### config.mk
export PLATFORM = sky130hd
export DESIGN_NAME = morseTop
export DESIGN_NICKNAME = d
export VERILOG_FILES = /design/src/morseTypesPkg.sv /design/src/morseTimingPkg.sv /design/src/cmdControl.sv /design/src/symbolTimer.sv /design/src/toneGenerator.sv /design/src/morseTop.sv
export SDC_FILE = /design/constraint.sdc
export NUM_CORES = 1
export LEC_CHECK = 0
export ABC_CLOCK_PERIOD_IN_PS = 2500
export BUFFER_PORTS_ARGS = -buffer_cell sky130_fd_sc_hd__buf_4
export CORE_ASPECT_RATIO = 1.1
export CORE_MARGIN = 8
export CORE_UTILIZATION = 43
export CTS_CLUSTER_SIZE = 10
export DETAILED_ROUTE_END_ITERATION = 6
export PLACE_DENSITY = 0.63
export RECOVER_POWER = 25
export SLEW_MARGIN = 10
export SYNTH_ARGS = -nofsm -noshare
export SYNTH_HDL_FRONTEND = slang
export SYNTH_SLANG_ARGS = --single-unit
### constraint.sdc
create_clock -name CLK -period 2.5 [get_ports CLK]
set_input_delay 0.625 -clock CLK [delete_from_list [all_inputs] [get_ports CLK]]
set_output_delay 0.625 -clock CLK [all_outputs]
set_load 0.02 [all_outputs]
### src/morseTypesPkg.sv
package morseTypesPkg;

    // one-hot command level, highest set bit selects the word
    typedef enum logic [3:0] {
        CMD_NONE = 4'b0000,
        CMD_OOO  = 4'b0001,  // dash dash dash
        CMD_OSO  = 4'b0010,  // dash dot dash
        CMD_SOS  = 4'b0100,  // dot dash dot
        CMD_SSS  = 4'b1000   // dot dot dot
    } morseCmd;

    // symbol request from the word sequencer to the symbol timer
    typedef enum logic [1:0] {
        SYM_NONE = 2'b00,
        SYM_DASH = 2'b01,
        SYM_DOT  = 2'b10
    } symbolKind;

    // sound outputs of the subsystem
    // key is the envelope, buzzer the gated square wave
    typedef struct packed {
        logic key;
        logic buzzer;
    } soundOut;

endpackage

### src/morseTimingPkg.sv
package morseTimingPkg;

    // kept short so a whole word fits in a short simulation
    localparam int UNIT_CYCLES = 4;  // clocks per morse unit

    localparam int DOT_UNITS  = 1;  // key-down length of a dot
    localparam int DASH_UNITS = 3;  // key-down length of a dash
    localparam int GAP_UNITS  = 1;  // key-up after every symbol

    // buzzer half period in clocks
    localparam int TONE_HALF_CYCLES = 2;

endpackage

### src/cmdControl.sv
module cmdControl (
    input  logic                     CLK,
    input  logic                     RSTn,
    input  morseTypesPkg::morseCmd   cmd,
    input  logic                     symDone,
    output morseTypesPkg::symbolKind symReq,
    output logic                     cmdDone
);

    // three symbol steps, then the done strobe and its release
    typedef enum logic [2:0] {
        STEP0,
        STEP1,
        STEP2,
        FINISH,
        RELEASE
    } stepState;

    stepState step;

    /*
     * word table, highest command bit wins
     *   SSS  dot  dot  dot
     *   SOS  dot  dash dot
     *   OSO  dash dot  dash
     *   OOO  dash dash dash
     */
    function automatic morseTypesPkg::symbolKind wordSymbol(
        input logic [3:0] c,
        input stepState   s
    );
        logic middle;
        middle = (s == STEP1);
        if (c[3]) begin
            return morseTypesPkg::SYM_DOT;
        end else if (c[2]) begin
            return middle ? morseTypesPkg::SYM_DASH : morseTypesPkg::SYM_DOT;
        end else if (c[1]) begin
            return middle ? morseTypesPkg::SYM_DOT : morseTypesPkg::SYM_DASH;
        end else begin
            return morseTypesPkg::SYM_DASH;
        end
    endfunction

    // step after a finished symbol
    function automatic stepState nextStep(input stepState s);
        case (s)
            STEP0:   return STEP1;
            STEP1:   return STEP2;
            default: return FINISH;
        endcase
    endfunction

    always_ff @(posedge CLK or negedge RSTn) begin
        if (!RSTn) begin
            step    <= STEP0;
            symReq  <= morseTypesPkg::SYM_NONE;
            cmdDone <= 1'b0;
        end else if (cmd != morseTypesPkg::CMD_NONE) begin  // no command freezes the word
            case (step)
                STEP0, STEP1, STEP2: begin
                    if (symDone) begin
                        // drop the request, next one comes a cycle later
                        symReq <= morseTypesPkg::SYM_NONE;
                        step   <= nextStep(step);
                    end else begin
                        symReq <= wordSymbol(cmd, step);
                    end
                end

                FINISH: begin
                    cmdDone <= 1'b1;
                    step    <= RELEASE;
                end

                RELEASE: begin
                    cmdDone <= 1'b0;
                    step    <= STEP0;  // held command repeats the word
                end

                default: begin
                    step <= STEP0;
                end
            endcase
        end
    end

endmodule

### src/symbolTimer.sv
module symbolTimer (
    input  logic                     CLK,
    input  logic                     RSTn,
    input  morseTypesPkg::symbolKind symReq,
    output logic                     key,
    output logic                     symDone
);

    // wide enough for the longest period, the dash mark
    typedef logic [$clog2(morseTimingPkg::DASH_UNITS * morseTimingPkg::UNIT_CYCLES)-1:0]
        countT;

    typedef enum logic [1:0] {
        IDLE,
        MARK,
        SPACE,
        DONE
    } timerState;

    timerState state;
    countT     remain;  // cycles left in this period minus one

    // last count value for a period of the given number of units
    function automatic countT lastCount(input int units);
        return countT'(units * morseTimingPkg::UNIT_CYCLES - 1);
    endfunction

    always_ff @(posedge CLK or negedge RSTn) begin
        if (!RSTn) begin
            state  <= IDLE;
            remain <= '0;
        end else begin
            case (state)
                IDLE: begin
                    case (symReq)
                        morseTypesPkg::SYM_DOT: begin
                            remain <= lastCount(morseTimingPkg::DOT_UNITS);
                            state  <= MARK;
                        end
                        morseTypesPkg::SYM_DASH: begin
                            remain <= lastCount(morseTimingPkg::DASH_UNITS);
                            state  <= MARK;
                        end
                        default: begin
                            state <= IDLE;
                        end
                    endcase
                end

                MARK: begin
                    if (remain == '0) begin
                        remain <= lastCount(morseTimingPkg::GAP_UNITS);
                        state  <= SPACE;
                    end else begin
                        remain <= remain - 1'b1;
                    end
                end

                SPACE: begin
                    if (remain == '0) begin
                        state <= DONE;
                    end else begin
                        remain <= remain - 1'b1;
                    end
                end

                default: begin
                    state <= IDLE;  // DONE lasts one cycle
                end
            endcase
        end
    end

    assign key     = (state == MARK);
    assign symDone = (state == DONE);

endmodule

### src/toneGenerator.sv
module toneGenerator (
    input  logic CLK,
    input  logic RSTn,
    input  logic key,
    output logic buzzer
);

    typedef logic [$clog2(morseTimingPkg::TONE_HALF_CYCLES + 1)-1:0] halfT;

    halfT halfCnt;  // clocks into the current half period
    logic phase;

    always_ff @(posedge CLK or negedge RSTn) begin
        if (!RSTn) begin
            halfCnt <= '0;
            phase   <= 1'b0;
        end else if (!key) begin
            // every mark starts from the same phase
            halfCnt <= '0;
            phase   <= 1'b0;
        end else if (halfCnt == halfT'(morseTimingPkg::TONE_HALF_CYCLES - 1)) begin
            halfCnt <= '0;
            phase   <= ~phase;
        end else begin
            halfCnt <= halfCnt + 1'b1;
        end
    end

    // phase lags key by a cycle at the end of a mark, so gate it here
    assign buzzer = key & phase;

endmodule

### src/morseTop.sv
module morseTop (
    input  logic                   CLK,
    input  logic                   RSTn,
    input  morseTypesPkg::morseCmd cmd,
    output morseTypesPkg::soundOut snd,
    output logic                   cmdDone
);

    morseTypesPkg::symbolKind symReq;
    logic                     symDone;
    logic                     keyLevel;  // envelope from the timer
    logic                     tone;

    // word sequencer
    cmdControl uCmdControl (
        .CLK     (CLK),
        .RSTn    (RSTn),
        .cmd     (cmd),
        .symDone (symDone),
        .symReq  (symReq),
        .cmdDone (cmdDone)
    );

    // one dot or dash plus its gap
    symbolTimer uSymbolTimer (
        .CLK     (CLK),
        .RSTn    (RSTn),
        .symReq  (symReq),
        .key     (keyLevel),
        .symDone (symDone)
    );

    toneGenerator uToneGenerator (
        .CLK    (CLK),
        .RSTn   (RSTn),
        .key    (keyLevel),
        .buzzer (tone)
    );

    assign snd = '{key: keyLevel, buzzer: tone};

endmodule

==> impl_metrics.toml <==
[power]
cellPowerDensity_nw_per_um2 = 1210
seq_power_share_pct = 35.4
p_int_uw = 695
p_leak_nw = 0.480
ir_drop_mv = 0.412
power.share.combinational_pct = 53.5
switching_power_uw = 554
swShare_pct = 44.4
clockPowerShare_pct = 11.1

[worst_setup_path]
worstSetupStartpoint = "uSymbolTimer.state[1]$_DFFE_PN0P_"
endpoint_kind = "output port"
critical_path_arrival_ns = 1.47
start_kind = "flip-flop"
r2r_cells = 6
rr_startpoint = "uSymbolTimer.state[0]$_DFFE_PN0P_"
crit_type = "flip-flop to output port"
worstPathMaxFanout = 8
r2r_setup_slack_ns = 0.66
critical_path.cell_chain = "inv_1 > ha_1 > and2_1 > buf_4"
endpoint = "snd[0]"
regToRegEndpoint = "uSymbolTimer.remain[3]$_DFFE_PN0P_"
slowest_stage = "dfrtp_1"
cpPeakStageDelay_ns = 0.45
required_ns = 1.88

[routing]
ant_nets = 0
drt_pre_antenna_iters = 4
routed_via_density = 5.32
via_count = 707
drc_errors = 0
wl_um = 1740
drt_iter0_drc = 17
wl_per_cell_um = 13.1

[yosys]
synth_seq_cells = 15
syn_inst = 97
synth_edf_count = 0
yosysWarnings = 0
ys_seq_area_share_pct = 40.2
synth_async_sr_flop_share_pct = 100
syn_area_um2 = 935
synthTopCellsByCount = "15 x dfrtp_1, 8 x ha_1, 8 x inv_1"
syn_area_per_cell_um2 = 9.64
yosysTopAreaCell = "dfrtp_1"
ys.flop_type = "dfrtp_1"
synth.area.top_cells = "dfrtp_1 40%, ha_1 11%, nor3b_1 4.0%"
synth_most_common_cell = "dfrtp_1"
synth_nets = 111
synth.distinct_cells = 31
synth_top_area_share_pct = 40.2

[sta]
setup_violations = 0
layout_setup_ws_ns = 0.401
period_needed_ns = 2.10
clock.fmax_mhz = 476
slew_viol_final = 0
tightest_slew_ns = 0.828
clock_skew_ns = 0.00333
hold_violations = 0
hold_slack_ns = 0.410
fin_setup_tns_ns = 0
rsz0062_at_grt = "no"
slew-limit-headroom_pct = 44.8
fin_crit_sh_pct = 84.0

[clock_network]
insertion_delay_ns = 0.28
cts_buffers = 3
cts.clk_slew.worst_paths_ns = 0.10
root_buffer = "clkbuf_4"
holdBufCountCts = 0
post_cts_buffers = 0
cts_max_level = 1
clock-sinks = 15
cts_resized = 0
clock_path_buffers = 2
cts_tree = "built"

[finish]
fin_cells = 133
layout-drive-gt1-share_pct = 17.1
final_nets = 120
area_delta_synth_final_pct = 10.2
n_antenna_cell = 0
stdcell_area_um2 = 1030

[global_route]
grt_util_all_layers_pct = 10.1
antenna_found_initial = 0
first_global_vias = 753
grt_pass1_wl_um = 3130
grt_max_degree = 16
overflow = 0

[floorplanning]
fp.dieW_um = 60.5
core_area_um2 = 2040
die-height_um = 64.9
row_count = 17
ios = 9
die_area_um2 = 3920
initial_utilization_pct = 45.8

[placed_design]
gp_congestion = 0.800
hpwl_um = 1340
placed_cell_area_um2 = 1010
pre_cts_slack_ns = 0.659
dp.cells = 129
io_buffer_count = 8

[run_status]
status = "completed"

[run]
maxCapViolCount = 0

[min_path]
hold_class = "input port to asynchronous set/reset pin"
[power groups by stage]
stage / logic (mW) / registers (mW) / clock network [mW]
2_1_floorplan: 0.554 / 0.408 / 0
3_3_place_gp: 0.648 / 0.436 / 0
3_5_place_dp: 0.667 / 0.441 / 0
4_1_cts: 0.676 / 0.439 / 0.145
5_1_grt: 0.760 / 0.456 / 0.159
6_report: 0.668 / 0.442 / 0.139
[stage by stage]
step                      util [%]  total power, mW
final                         50.4             1.25
after global placement        49.3             1.08
after detailed placement      49.3             1.11
after floorplan                  -            0.963
after global routing          50.4             1.37
after CTS                     50.6             1.26
[final cells by class]
class	instances	area, um^2
inverter	8	30.0
fill	222	1010
clock inverter	1	5.00
timing repair buffer	8	56.3
clock buffer	3	22.5
tap	28	35.0
multi-input combinational	70	505
sequential	15	375
[state kept, by name, indices dropped and copies added (netlist names)]
register,cells
uToneGenerator.phase,1
uCmdControl.step,3
uCmdControl.symReq,2
uToneGenerator.halfCnt,2
uSymbolTimer.state,2
uCmdControl.cmdDone,1
uSymbolTimer.remain,4
[cell families after synthesis]
group	synth area share, %
AOI/OAI and AO/OA	19.3
xor gates and xnor gates	0.937
adders and majority gates	10.7
buffers and inverters	5.76
DFF	40.2
muxes	1.07
and+or+nand+nor	22.1
[routing by layer]
layer | GRT usage (%) | routed length, um
met3 | 2.96 | 66
met4 | 3.50 | 17
met2 | 17.1 | 851
met1 | 11.6 | 809
met5 | 0 | 0
[cells in the final DEF, fill, tap and decap left out, types with 2 or more instances in the layout]
cell,n
and2_1,3
o21ai_0,7
nor2_1,7
inv_1,8
clkbuf_4,3
nand2b_1,2
a31oi_1,4
buf_4,7
dfrtp_1,15
a21oi_1,4
a22o_1,3
nor3_1,2
o22ai_1,2
nor2b_1,4
ha_1,8
nand2_1,6
nor3b_1,5
[how the worst min path moves through the flow]
stage	start	end	depth (start not counted)	slack (ns)
6_report	RSTn	uToneGenerator.phase$_DFFE_PN0P_	1	0.41
5_1_grt	RSTn	uToneGenerator.phase$_DFFE_PN0P_	1	0.47
4_1_cts	RSTn	uToneGenerator.phase$_DFFE_PN0P_	1	0.19
3_5_place_dp	uToneGenerator.halfCnt[0]$_DFF_PN0_	uToneGenerator.halfCnt[0]$_DFF_PN0_	1	0.45
3_3_place_gp	uToneGenerator.halfCnt[0]$_DFF_PN0_	uToneGenerator.halfCnt[0]$_DFF_PN0_	1	0.42
2_1_floorplan	RSTn	uCmdControl.cmdDone$_DFFE_PN0P_	0	0.33
[critical path, delay by kind of cell (launching register included)]
family                     cells  cell delay, ns
and+or+nand+nor                1            0.18
adders and majority gates      1            0.32
DFF                            1            0.45
buffers and inverters          2            0.25
Note: power is estimated with default switching activity, not from simulation.
